==> src/rtl/core_pkg.sv <==
package core_pkg;

    // --------------------
    // Core sizes
    // --------------------
    localparam int rs_entries = 8;  // Reservation-station entries
    localparam int num_fus    = 3;  // Two ALUs and one multiplier
    localparam int lat_w      = 3;  // Wide enough for the slowest FU

    // --------------------
    // Meaningful widths
    // --------------------
    typedef logic [2:0]            entry_idx_t;   // Entry index
    typedef logic [1:0]            fu_id_t;       // FU index
    typedef logic [7:0]            tag_t;         // Instruction tag
    typedef logic [lat_w-1:0]      lat_t;         // Grant-to-result cycles
    typedef logic [rs_entries-1:0] entry_vec_t;   // One bit per entry
    typedef logic [3:0]            credit_cnt_t;  // 0 to rs_entries credits

    // --------------------
    // FU latency table
    // --------------------
    // Cycles from grant until the result can wake a consumer
    // FU 0 and FU 1 are the single-cycle ALUs, FU 2 the multiplier
    localparam lat_t fu_latency [num_fus] = '{
        3'd1,  // ALU 0
        3'd1,  // ALU 1
        3'd3   // Multiplier
    };

endpackage

==> src/rtl/wakeup_pkg.sv <==
package wakeup_pkg;

    // --------------------
    // Dispatch request
    // --------------------
    // One instruction per cycle from the dispatcher
    // A source names the entry of its producer, not a register
    typedef struct packed {
        logic                 valid;       // Instruction present this cycle
        core_pkg::fu_id_t     fu;          // Target FU
        core_pkg::tag_t       tag;         // Carried through to the issue slot
        logic                 src1_en;     // Source 1 waits on a producer
        core_pkg::entry_idx_t src1_entry;  // Producer entry of source 1
        logic                 src2_en;     // Source 2 waits on a producer
        core_pkg::entry_idx_t src2_entry;  // Producer entry of source 2
    } dispatch_req_t;

    // --------------------
    // Issue slot
    // --------------------
    // One per FU, registered, no back-pressure
    typedef struct packed {
        logic                 valid;  // Slot carries an instruction
        core_pkg::entry_idx_t entry;  // Entry that was granted
        core_pkg::tag_t       tag;    // Tag of that entry
    } issue_t;

endpackage

==> src/rtl/dependency_matrix.sv <==
`timescale 1ns/1ps

// Dependency bits for producers that run on one FU
// Row r, column c set while entry r waits on entry c
module dependency_matrix (
    input  logic                 clk,
    input  logic                 rst,
    input  logic                 w_en,        // Load a row on dispatch
    input  core_pkg::entry_idx_t w_row,       // Row being allocated
    input  core_pkg::entry_vec_t set_cols,    // Producers of the new row
    input  core_pkg::entry_vec_t clear_cols,  // Producers whose result is ready
    input  logic                 free_en,     // Zero a row on completion
    input  core_pkg::entry_idx_t free_row,
    output core_pkg::entry_vec_t wait_vec     // Row still has a bit set
);
    import core_pkg::*;

    entry_vec_t dep_bits [rs_entries];

    // --------------------
    // Bit array update
    // --------------------
    // Order matters: column clear, then row free, then row write
    // The write masks set_cols with clear_cols so a producer
    // finishing in the dispatch cycle leaves no stale dependency
    always_ff @(posedge clk) begin
        if (rst) begin
            for (int r = 0; r < rs_entries; r++) begin
                dep_bits[r] <= '0;
            end
        end else begin
            for (int r = 0; r < rs_entries; r++) begin
                dep_bits[r] <= dep_bits[r] & ~clear_cols;  // Wake every waiter
            end
            if (free_en) begin
                dep_bits[free_row] <= '0;
            end
            if (w_en) begin
                dep_bits[w_row] <= set_cols & ~clear_cols;  // Clear wins over set
            end
        end
    end

    // --------------------
    // Row reduction
    // --------------------
    always_comb begin
        for (int r = 0; r < rs_entries; r++) begin
            wait_vec[r] = |dep_bits[r];  // Any producer still outstanding
        end
    end

endmodule

==> src/rtl/free_entry_pool.sv <==
`timescale 1ns/1ps

// Free-entry bitmap, lowest free index first
// Several entries may come back in one cycle
module free_entry_pool (
    input  logic                 clk,
    input  logic                 rst,
    input  logic                 alloc_en,     // Take alloc_index this cycle
    input  core_pkg::entry_vec_t release_vec,  // Entries completing this cycle
    output core_pkg::entry_idx_t alloc_index,
    output logic                 any_free
);
    import core_pkg::*;

    entry_vec_t free_bits;   // 1 = entry available
    entry_vec_t alloc_mask;  // One-hot of the allocated entry

    // Released entries become free at the next edge, with their credit
    assign any_free = |free_bits;

    // Priority encoder, low index wins
    always_comb begin
        alloc_index = '0;
        alloc_mask  = '0;
        for (int e = rs_entries - 1; e >= 0; e--) begin
            if (free_bits[e]) begin
                alloc_index = entry_idx_t'(e);
                alloc_mask  = entry_vec_t'(1) << e;
            end
        end
    end

    always_ff @(posedge clk) begin
        if (rst) begin
            free_bits <= '1;  // Everything free out of reset
        end else if (alloc_en && any_free) begin
            free_bits <= (free_bits & ~alloc_mask) | release_vec;
        end else begin
            free_bits <= free_bits | release_vec;
        end
    end

endmodule

==> src/rtl/issue_select.sv <==
`timescale 1ns/1ps

// Select stage
// One grant per FU, lowest requesting index wins
module issue_select (
    input  core_pkg::entry_vec_t request_vec [core_pkg::num_fus],
    output core_pkg::entry_vec_t grant_vec   [core_pkg::num_fus]
);
    import core_pkg::*;

    // --------------------
    // Fixed-priority arbiters
    // --------------------
    // FUs are disjoint by construction: an entry only ever
    // requests on its own FU, so the arbiters need no coupling
    always_comb begin
        logic found;
        for (int f = 0; f < num_fus; f++) begin
            found        = 1'b0;
            grant_vec[f] = '0;
            for (int e = 0; e < rs_entries; e++) begin
                if (request_vec[f][e] && !found) begin
                    grant_vec[f][e] = 1'b1;  // First request from the bottom
                    found           = 1'b1;
                end
            end
        end
    end

endmodule

==> src/rtl/issue_wakeup_top.sv <==
`timescale 1ns/1ps

// Issue queue wakeup and select stage
module issue_wakeup_top (
    input  logic                      clk,
    input  logic                      rst,
    input  wakeup_pkg::dispatch_req_t dispatch,       // Credit-based, one per cycle
    output core_pkg::entry_idx_t      alloc_index,    // Entry for the next dispatch
    output core_pkg::credit_cnt_t     credit_return,  // Credits back this cycle
    output wakeup_pkg::issue_t        issue [core_pkg::num_fus]
);
    import core_pkg::*;

    entry_vec_t request_vec [num_fus];  // Ready and unissued, per FU
    entry_vec_t grant_vec   [num_fus];  // At most one bit per FU

    // --------------------
    // Wakeup
    // --------------------
    wakeup_logic u_wakeup (
        .clk           (clk),
        .rst           (rst),
        .dispatch      (dispatch),
        .alloc_index   (alloc_index),
        .credit_return (credit_return),
        .request_vec   (request_vec),
        .grant_vec     (grant_vec),
        .issue         (issue)
    );

    // --------------------
    // Select
    // --------------------
    issue_select u_select (
        .request_vec (request_vec),
        .grant_vec   (grant_vec)
    );

endmodule

==> src/rtl/latency_countdown.sv <==
`timescale 1ns/1ps

// Per-producer latency counter
// Loaded at the grant edge, done pulses latency cycles later
module latency_countdown (
    input  logic           clk,
    input  logic           rst,
    input  logic           load,     // Entry granted this cycle
    input  core_pkg::lat_t latency,  // Latency of the entry's FU
    output logic           done      // Result available, one cycle
);
    import core_pkg::*;

    lat_t count;
    logic running;

    // --------------------
    // Down-counter
    // --------------------
    always_ff @(posedge clk) begin
        if (rst) begin
            count   <= '0;
            running <= 1'b0;
        end else if (load) begin
            count   <= latency;
            running <= 1'b1;
        end else if (running) begin
            if (count == '0) begin
                running <= 1'b0;  // Pulse finished
            end else begin
                count <= count - lat_t'(1);
            end
        end
    end

    // High during the cycle that starts latency edges after the load edge
    assign done = running && (count == '0);

endmodule

==> src/rtl/wakeup_logic.sv <==
`timescale 1ns/1ps

// Entry table, dependency tracking and wakeup
module wakeup_logic (
    input  logic                      clk,
    input  logic                      rst,
    input  wakeup_pkg::dispatch_req_t dispatch,
    output core_pkg::entry_idx_t      alloc_index,
    output core_pkg::credit_cnt_t     credit_return,
    output core_pkg::entry_vec_t      request_vec [core_pkg::num_fus],
    input  core_pkg::entry_vec_t      grant_vec   [core_pkg::num_fus],
    output wakeup_pkg::issue_t        issue       [core_pkg::num_fus]
);
    import core_pkg::*;

    // --------------------
    // Entry table
    // --------------------
    entry_vec_t ent_valid;   // Entry holds an instruction
    entry_vec_t ent_issued;  // Granted, waiting for its countdown
    fu_id_t     ent_fu  [rs_entries];
    tag_t       ent_tag [rs_entries];

    logic       any_free;
    logic       accept;                  // Dispatch written this cycle
    entry_vec_t set_cols  [num_fus];     // Producer columns per matrix
    entry_vec_t wait_vec  [num_fus];
    entry_vec_t waiting;                 // Any matrix flags the row
    entry_vec_t granted;                 // Grants over all FUs
    entry_vec_t done_vec;                // Countdowns ending this cycle
    entry_idx_t grant_idx [num_fus];
    entry_idx_t free_row;
    logic       free_en;

    assign accept = dispatch.valid && any_free;

    always_ff @(posedge clk) begin
        if (rst) begin
            ent_valid  <= '0;
            ent_issued <= '0;
        end else begin
            ent_valid  <= ent_valid & ~done_vec;  // Completed entries leave
            ent_issued <= (ent_issued | granted) & ~done_vec;
            if (accept) begin
                ent_valid[alloc_index]  <= 1'b1;  // Reuse of a freed entry wins
                ent_issued[alloc_index] <= 1'b0;
            end
        end
    end

    always_ff @(posedge clk) begin
        if (accept) begin
            ent_fu[alloc_index]  <= dispatch.fu;
            ent_tag[alloc_index] <= dispatch.tag;
        end
    end

    // --------------------
    // Set lines
    // --------------------
    // Each source lands in the matrix of the producer's FU
    always_comb begin
        for (int f = 0; f < num_fus; f++) begin
            set_cols[f] = '0;
            if (dispatch.src1_en && ent_valid[dispatch.src1_entry] &&
                ent_fu[dispatch.src1_entry] == fu_id_t'(f)) begin
                set_cols[f][dispatch.src1_entry] = 1'b1;
            end
            if (dispatch.src2_en && ent_valid[dispatch.src2_entry] &&
                ent_fu[dispatch.src2_entry] == fu_id_t'(f)) begin
                set_cols[f][dispatch.src2_entry] = 1'b1;
            end
        end
    end

    // Rows of completed entries are already empty
    // the lowest one is cleared as a guard
    always_comb begin
        free_row = '0;
        for (int e = rs_entries - 1; e >= 0; e--) begin
            if (done_vec[e]) free_row = entry_idx_t'(e);
        end
    end
    assign free_en = |done_vec;

    for (genvar f = 0; f < num_fus; f++) begin : g_matrix
        dependency_matrix u_matrix (
            .clk        (clk),
            .rst        (rst),
            .w_en       (accept),
            .w_row      (alloc_index),
            .set_cols   (set_cols[f]),
            .clear_cols (done_vec),  // A result wakes waiters in every matrix
            .free_en    (free_en),
            .free_row   (free_row),
            .wait_vec   (wait_vec[f])
        );
    end

    free_entry_pool u_pool (
        .clk         (clk),
        .rst         (rst),
        .alloc_en    (accept),
        .release_vec (done_vec),
        .alloc_index (alloc_index),
        .any_free    (any_free)
    );

    // --------------------
    // Request and grant
    // --------------------
    always_comb begin
        waiting = '0;
        granted = '0;
        for (int f = 0; f < num_fus; f++) begin
            waiting = waiting | wait_vec[f];
            granted = granted | grant_vec[f];
        end
        for (int f = 0; f < num_fus; f++) begin
            grant_idx[f] = '0;
            for (int e = 0; e < rs_entries; e++) begin
                request_vec[f][e] = ent_valid[e] && !ent_issued[e] && !waiting[e] &&
                                    (ent_fu[e] == fu_id_t'(f));
                if (grant_vec[f][e]) grant_idx[f] = entry_idx_t'(e);  // One-hot to index
            end
        end
    end

    // Issue slots, one cycle behind the grant
    always_ff @(posedge clk) begin
        for (int f = 0; f < num_fus; f++) begin
            if (rst) begin
                issue[f].valid <= 1'b0;
            end else begin
                issue[f].valid <= |grant_vec[f];
            end
            issue[f].entry <= grant_idx[f];
            issue[f].tag   <= ent_tag[grant_idx[f]];
        end
    end

    // --------------------
    // Countdowns and credits
    // --------------------
    for (genvar e = 0; e < rs_entries; e++) begin : g_countdown
        latency_countdown u_countdown (
            .clk     (clk),
            .rst     (rst),
            .load    (granted[e]),
            .latency (fu_latency[ent_fu[e]]),  // Producer knows its own FU
            .done    (done_vec[e])
        );
    end

    always_comb begin
        credit_return = '0;
        for (int e = 0; e < rs_entries; e++) begin
            credit_return = credit_return + credit_cnt_t'(done_vec[e]);  // Popcount
        end
    end

endmodule

==> config.mk <==
export PLATFORM = sky130hd
export DESIGN_NAME = issue_wakeup_top
export DESIGN_NICKNAME = d
export VERILOG_FILES = /design/src/rtl/core_pkg.sv /design/src/rtl/wakeup_pkg.sv /design/src/rtl/dependency_matrix.sv /design/src/rtl/free_entry_pool.sv /design/src/rtl/issue_select.sv /design/src/rtl/issue_wakeup_top.sv /design/src/rtl/latency_countdown.sv /design/src/rtl/wakeup_logic.sv
export SDC_FILE = /design/constraint.sdc
export NUM_CORES = 1
export LEC_CHECK = 0
export BUFFER_PORTS_ARGS = -buffer_cell sky130_fd_sc_hd__buf_2
export CORE_MARGIN = 10
export CORE_UTILIZATION = 40
export DETAILED_ROUTE_END_ITERATION = 12
export PLACE_DENSITY = 0.64
export RECOVER_POWER = 100
export SLEW_MARGIN = 10
export SYNTH_ARGS = -nofsm -noshare
export SYNTH_HDL_FRONTEND = slang
export SYNTH_SLANG_ARGS = --single-unit
==> constraint.sdc <==
create_clock -name clk -period 3.8 [get_ports clk]
set_input_delay 0.76 -clock clk [delete_from_list [all_inputs] [get_ports clk]]
set_output_delay 0.76 -clock clk [all_outputs]
set_load 0.05 [all_outputs]
======== Word-level counts from Yosys, hierarchy flattened ========
Memories as Yosys holds them, arrays and structs flattened. A register that Yosys moved wholly into a read port is not among the register bits.
Cells that the tools add are included.
storage, ports and cells
  register bits ........................... 68
  bits in writable memories ............... 272
  bits of input ports ..................... 21
  output and inout bits ................... 43
  memories ................................ 5
cells by class
  add/sub/neg operators ................... 15
  order comparisons ....................... 14
  equal/unequal tests ..................... 28
  muxes and demuxes ....................... 212
  bitwise gates (word level) .............. 77
  reductions and logical operators ........ 182
memory list
  memory                                  depth  width  rd ports  clocked after memory_dff  write ports  RTL line                 text
  u_wakeup.ent_tag                        8      8      3         3                         1            wakeup_logic.sv:22       tag_t ent_tag [rs_entries];
  u_wakeup.g_matrix[0].u_matrix.dep_bits  8      8      8         0                         10           dependency_matrix.sv:18  entry_vec_t dep_bits [rs_entries];
  u_wakeup.g_matrix[1].u_matrix.dep_bits  8      8      8         0                         10           dependency_matrix.sv:18
  u_wakeup.g_matrix[2].u_matrix.dep_bits  8      8      8         0                         10           dependency_matrix.sv:18
  u_wakeup.ent_fu                         8      2      10        0                         1            wakeup_logic.sv:21       fu_id_t ent_fu [rs_entries];
operators by type and width
  kind                                                                          number
  8-bit 2-to-1 mux                                                              41
  8-bit AND                                                                     31
  8-bit OR reduction                                                            29
  3-bit 2-to-1 mux                                                              68
  8-bit bitwise OR                                                              11
  1-bit 2-to-1 mux                                                              84
  1-bit logical AND                                                             82
  3-bit binary-select mux with 2-bit select                                     8
  1-bit logical NOT                                                             37
  4-bit by 1-bit adder with 4-bit output                                        6
  3-bit greater-or-equal comparator, second input constant                      8
  3-bit logical NOT                                                             8
  2-bit NOT with 3-bit output                                                   8
  8-bit NOT                                                                     3
  1-bit bitwise OR                                                              24
  3-bit by 1-bit subtractor with 3-bit output, second input constant            8
  2-bit by 1-bit == test with 1-bit output, second input constant               10
  2-bit == test, second input constant                                          10
  2-bit logical NOT                                                             10
  2-bit by 1-bit inequality test with 1-bit output, second input constant       8
  2-bit AND reduction                                                           8
  2-bit nonzero test                                                            8
  3-bit by 4-bit less-than comparator with 1-bit output, second input constant  3
  2-bit 2-to-1 mux                                                              6
  4 further kinds                                                               9

======== Longest topological paths before layout ========
An unclocked memory read counts as a cell.
  depth in word-level cells ............... 35
  gate-level depth with buffers ........... 12
  mapped depth without buffers ............ 12

======== By module ========
A second synthesis with hierarchy kept.
unflattened totals
  cell total of the unflattened synthesis .. 1,804
  area, all modules ....................... 17,631.9 um2
modules (own cells, without submodules)
  module             instances  cells each  area each (um2)  sequential area each (um2)
  dependency_matrix  3          279         2,685.1          1,281.2
  wakeup_logic       1          686         7,013.0          3,443.3
  latency_countdown  8          26          240.2            80.1
  free_entry_pool    1          41          372.9            160.2
  issue_select       1          32          269.0            0.0

======== Worst setup path before layout ========
Ideal clock, no wire load.
  kind .................................... flip-flop to output port
  start point ............................. register u_wakeup.g_countdown[1].u_countdown.count[0]
  end point ............................... output port credit_return[2]
  data arrival time ....................... 3.533 ns
  required time ........................... 3.040 ns
  setup slack ............................. -0.493 ns
  stages on the path, launching flop included .. 13
  buffers on the path ..................... 0
  cells stage by stage .................... dfxtp_1 -> inv_1 -> ha_1 -> nand3b_1 -> ha_1 -> inv_1 -> fa_1 -> fa_1 -> inv_1 -> fa_1 -> inv_1 -> fa_1 -> xnor2_1
between the ends
  cells in the longest elaborated chain, start to end .. 9
RTL lines
  element                                              RTL line                 text
  from (decl)                                          latency_countdown.sv:14  lat_t count;
  from (signal assigned)                               latency_countdown.sv:25  count <= latency;
  from (signal assigned)                               latency_countdown.sv:31  count <= count - lat_t'(1);
  3-bit logical NOT                                    latency_countdown.sv:37  assign done = running && (count == '0);
  1-bit logical AND                                    latency_countdown.sv:37
  1-bit by 1-bit adder with 2-bit output               wakeup_logic.sv:158      credit_return = credit_return + credit_cnt_t'(done_vec[e]);
  4-bit by 1-bit adder with 4-bit output (6 in a row)  wakeup_logic.sv:158
  to (decl)                                            issue_wakeup_top.sv:9    output core_pkg::credit_cnt_t credit_return,
No other way between the ends.

======== Worst setup path after layout ========
  start point ............................. register u_wakeup.g_countdown[1].u_countdown.count[1]
  end point ............................... output port credit_return[1]
The elaborated chain is that of the path after synthesis.

==> run summary <==
========================================================================================
Post-synthesis instance area ..............................................    16400 um2
Pin count of the biggest net entering global routing ......................           50
Detail Placement HPWL .....................................................     40800 um
Layout cell share with drive strength beyond 1 ............................        13.6%
Cell type contributing the most total cell area after synthesis ........... sky130_fd_sc_hd__dfxtp_1
Count of boundary I/O pins ................................................           64
Initial DRC count .........................................................         1637
Drt via density ...........................................................         6.24
Worst-margin pin slew .....................................................      1.91 ns
Worst R2R Path Depth ......................................................           12
Number of failing setup endpoints in the final timing report ..............            4
Most common cell after layout, fill and taps aside ........................ sky130_fd_sc_hd__dfxtp_1
Portion of the clock cycle consumed by the worst path in the final layout .         116%
Critical Path Source Type .................................................    flip-flop
Routability Congestion ....................................................        0.977
Starting utilization of the core area .....................................        40.3%
Nature of the critical path endpoint ......................................  output port
Area growth, synth to finish ..............................................        16.5%
Multi-input combinational cell area .......................................     7700 um2
Routed length per placed instance .........................................      25.4 um
Number of warnings printed during yosys synthesis .........................            0
Global-route usage over all layers ........................................        22.0%
Violated checks ........................................................... max-capacitance violations, max-slew violations, negative setup slack
Antenna viol nets, final ..................................................            0
Sequential element share of the synthesized area ..........................        49.4%
Worst voltage drop across the vdd grid ....................................     0.404 mV
Placed Cells ..............................................................         2177
Most frequent cells in the layout ......................................... 283 x sky130_fd_sc_hd__dfxtp_1, 133 x sky130_fd_sc_hd__a32o_1, 101 x sky130_fd_sc_hd__nor2_1
Number of antenna violations at the first check in global routing .........            0
Clock root cell ........................................................... sky130_fd_sc_hd__clkbuf_16
Worst Path Arrival ........................................................      3.63 ns
Mapped Avg Cell Area ......................................................     10.4 um2
Inserted Clock Buffers ....................................................           40
Net count, final ..........................................................         1739
Filler cell count in the final layout .....................................         3781
DRT Wirelength ............................................................     57300 um
Max-slew headroom at the worst pin ........................................       -28.6%
TritonCTS sink count ......................................................          364
Reported leakage power ....................................................      7.19 nW
Cells taking the most area after synthesis ................................ sky130_fd_sc_hd__dfxtp_1 35%, sky130_fd_sc_hd__edfxtp_1 15%, sky130_fd_sc_hd__a32o_1 8.1%, sky130_fd_sc_hd__mux2i_1 5.6%, sky130_fd_sc_hd__a22o_1 3.2%
Number of enable-type register cells in the synthesized netlist ...........           80
Class of the tightest hold or removal check ............................... input pin to flip-flop
Number of hold-repair buffers added at the cts stage ......................            0
Area fraction of the dominant cell type after synthesis ...................        34.7%
Syn_nets ..................................................................         1615
Tot Pwr ...................................................................      8.56 mW
Instance count of the mapped netlist ......................................         1570
Die width .................................................................       222 um
Max Clock Freq ............................................................      228 MHz
Post-Layout Cell Count ....................................................         2258
Final setup skew ..........................................................    0.0314 ns
DRC Markers ...............................................................            0
Number of unique standard cell types used by synthesis ....................           91
Maximum clock insertion buffer count ......................................            3
Clock latency at the later pin of the worst-skew pair .....................      0.58 ns
Most instantiated flip-flop cell in the synthesis netlist ................. sky130_fd_sc_hd__dfxtp_1
Unrepaired setup endpoints after global routing ...........................         true
Number of global-route vias before repair .................................        13500
CTS HTree Levels ..........................................................            2
Highest fanout seen on the critical path ..................................            2
Min setup slack post-route ................................................    -0.593 ns
Post-synthesis async set-or-reset flop share ..............................           0%
Total die area ............................................................    49500 um2
Global-route wire length before repair ....................................     84300 um
Crit path time final ......................................................      4.39 ns
Number of input and output port buffers inserted ..........................           63
CP Data Required Time .....................................................      3.04 ns
Post-placement setup slack ................................................    -0.137 ns
Status .................................................................... complete, but fails checks
Chip Height ...............................................................       222 um
Std-Cell Rows .............................................................           74
Total gr overflow .........................................................            0
Final slew viol count .....................................................           46
TritonCTS clock tree ......................................................        built
Worst Setup Path Type ..................................................... flip-flop to output port
Placeable Area ............................................................    40600 um2
Final hold violation count ................................................            0
Max Cap Violations ........................................................            4
Number of detailed-route iterations in the first pass .....................            5
Final Util ................................................................        46.9%
CTS clock-pin slew for the worst setup and hold paths .....................      0.07 ns
Vias after detailed routing ...............................................        14100
Diodes inserted ...........................................................            0
Flop and latch count out of synthesis .....................................          364
Sequential standard cell area .............................................     8090 um2
Hold Path Stages ..........................................................            2
Power per Cell Area .......................................................   449 nW/um2
========================================================================================
stage by stage:
stage / TNS [ns] / hold WS, ns / area, um2
detailed placement: -0.192 / 0.445 / 17900
global placement: -0.121 / 0.437 / 17900
global route: -2.20 / 0.421 / 19100
CTS: -1.85 / 0.400 / 19300
finish: -1.83 / 0.415 / 19100
floorplan: 0 / 0.422 / 16400
worst max-delay path, stage by stage, from the launching register on:
cell and delay, ns:
sky130_fd_sc_hd__dfxtp_1 0.33, sky130_fd_sc_hd__inv_2 0.08, sky130_fd_sc_hd__ha_4 0.12, sky130_fd_sc_hd__nand3b_1 0.14, sky130_fd_sc_hd__ha_4 0.31, sky130_fd_sc_hd__inv_2 0.03, sky130_fd_sc_hd__fa_1 0.45, sky130_fd_sc_hd__fa_1 0.51
sky130_fd_sc_hd__inv_2 0.04, sky130_fd_sc_hd__fa_2 0.34, sky130_fd_sc_hd__inv_2 0.07, sky130_fd_sc_hd__fa_2 0.43, sky130_fd_sc_hd__clkinvlp_4 0.09, sky130_fd_sc_hd__buf_8 0.14
worst paths after layout:
path / startpoint / to / slack (ns)
worst max register to register: u_wakeup.g_countdown[1].u_countdown.count[1]$_SDFFE_PP0P_ / u_wakeup.g_matrix[1].u_matrix.dep_bits[3][1]$_DFF_P_ / 0.15
worst max-delay path: u_wakeup.g_countdown[1].u_countdown.count[1]$_SDFFE_PP0P_ / credit_return[1] / -0.59
worst min-delay path: dispatch[18] / u_wakeup.u_pool.free_bits[0]$_SDFF_PP1_ / 0.42
worst min register to register: u_wakeup.ent_issued[7]$_SDFF_PP0_ / u_wakeup.ent_issued[7]$_SDFF_PP0_ / 0.45
cell usage after synthesis (12+ instances only):
master / number
sky130_fd_sc_hd__a21oi_1: 46
sky130_fd_sc_hd__a221oi_1: 29
sky130_fd_sc_hd__a22o_1: 59
sky130_fd_sc_hd__a32o_1: 133
sky130_fd_sc_hd__and2_1: 15
sky130_fd_sc_hd__clkbuf_1: 75
sky130_fd_sc_hd__dfxtp_1: 284
sky130_fd_sc_hd__edfxtp_1: 80
sky130_fd_sc_hd__ha_1: 20
sky130_fd_sc_hd__inv_1: 68
sky130_fd_sc_hd__mux2_2: 19
sky130_fd_sc_hd__mux2i_1: 91
sky130_fd_sc_hd__nand2_1: 87
sky130_fd_sc_hd__nand2b_1: 15
sky130_fd_sc_hd__nand3_1: 28
sky130_fd_sc_hd__nand3b_1: 12
sky130_fd_sc_hd__nand4_1: 16
sky130_fd_sc_hd__nor2_1: 101
sky130_fd_sc_hd__nor2b_1: 28
sky130_fd_sc_hd__nor3_1: 46
sky130_fd_sc_hd__nor4_1: 44
sky130_fd_sc_hd__o21ai_0: 38
sky130_fd_sc_hd__or3_1: 13
sky130_fd_sc_hd__or4_1: 24
sky130_fd_sc_hd__xnor2_1: 13
layout make-up:
type	count	share of cell area, %
clock inverters	22	1.17
repair buffers	176	5.43
clock buffers	52	5.80
well taps	532	3.49
multi-input cells	1044	40.4
flip-flops and latches	364	42.4
inverters	68	1.36
power by group:
part | switching (mW) | total [mW] | leakage (nW) | internal (mW)
registers | 0.0351 | 4.04 | 3.03 | 4.00
clock network | 1.63 | 3.92 | 0.664 | 2.28
logic | 0.435 | 0.606 | 3.50 | 0.171
total | 2.10 | 8.56 | 7.19 | 6.46
metal layers:
metal / up-vias / GRT usage, % / share of wire, %
li1: 6356 / - / -
met4: 0 / 10.5 / 4.3
met1: 6982 / 28.1 / 42
met5: - / 0 / 0
met2: 624 / 35.4 / 46
met3: 131 / 3.66 / 7.2
what timing repair did:
action / in CTS / in global routing
setup endpoints to repair: 4 / 4
gates resized for setup: 18 / 2
buffers inserted: 5 / 3
pin swaps: 2 / 4
logic make-up (layout without fill, tap and decap cells):
kind of cell	Yosys count	count (layout)	synth area share, %
flip-flops	364	364	49.4
buffers and inverters	162	318	4.15
AND/OR/NAND/NOR	482	482	15.9
multiplexers	112	112	7.00
AO/OA/AOI/OAI	413	413	20.8
XOR/XNOR	13	13	0.695
adder cells (fa/ha/maj)	24	24	2.02
registers in the layout (all words and copies together), names as in the netlist:
| name | flops |
|---|---|
| u_wakeup.g_matrix.u_matrix.dep_bits | 192 |
| u_wakeup.ent_fu | 16 |
| u_wakeup.ent_tag | 64 |
| u_wakeup.ent_valid | 8 |
| u_wakeup.u_pool.free_bits | 8 |
| u_wakeup.g_countdown.u_countdown.running | 8 |
| u_wakeup.ent_issued | 8 |
| u_wakeup.g_countdown.u_countdown.count | 24 |
| u_wakeup.issue | 36 |
Power figures use the tool's default switching activity.
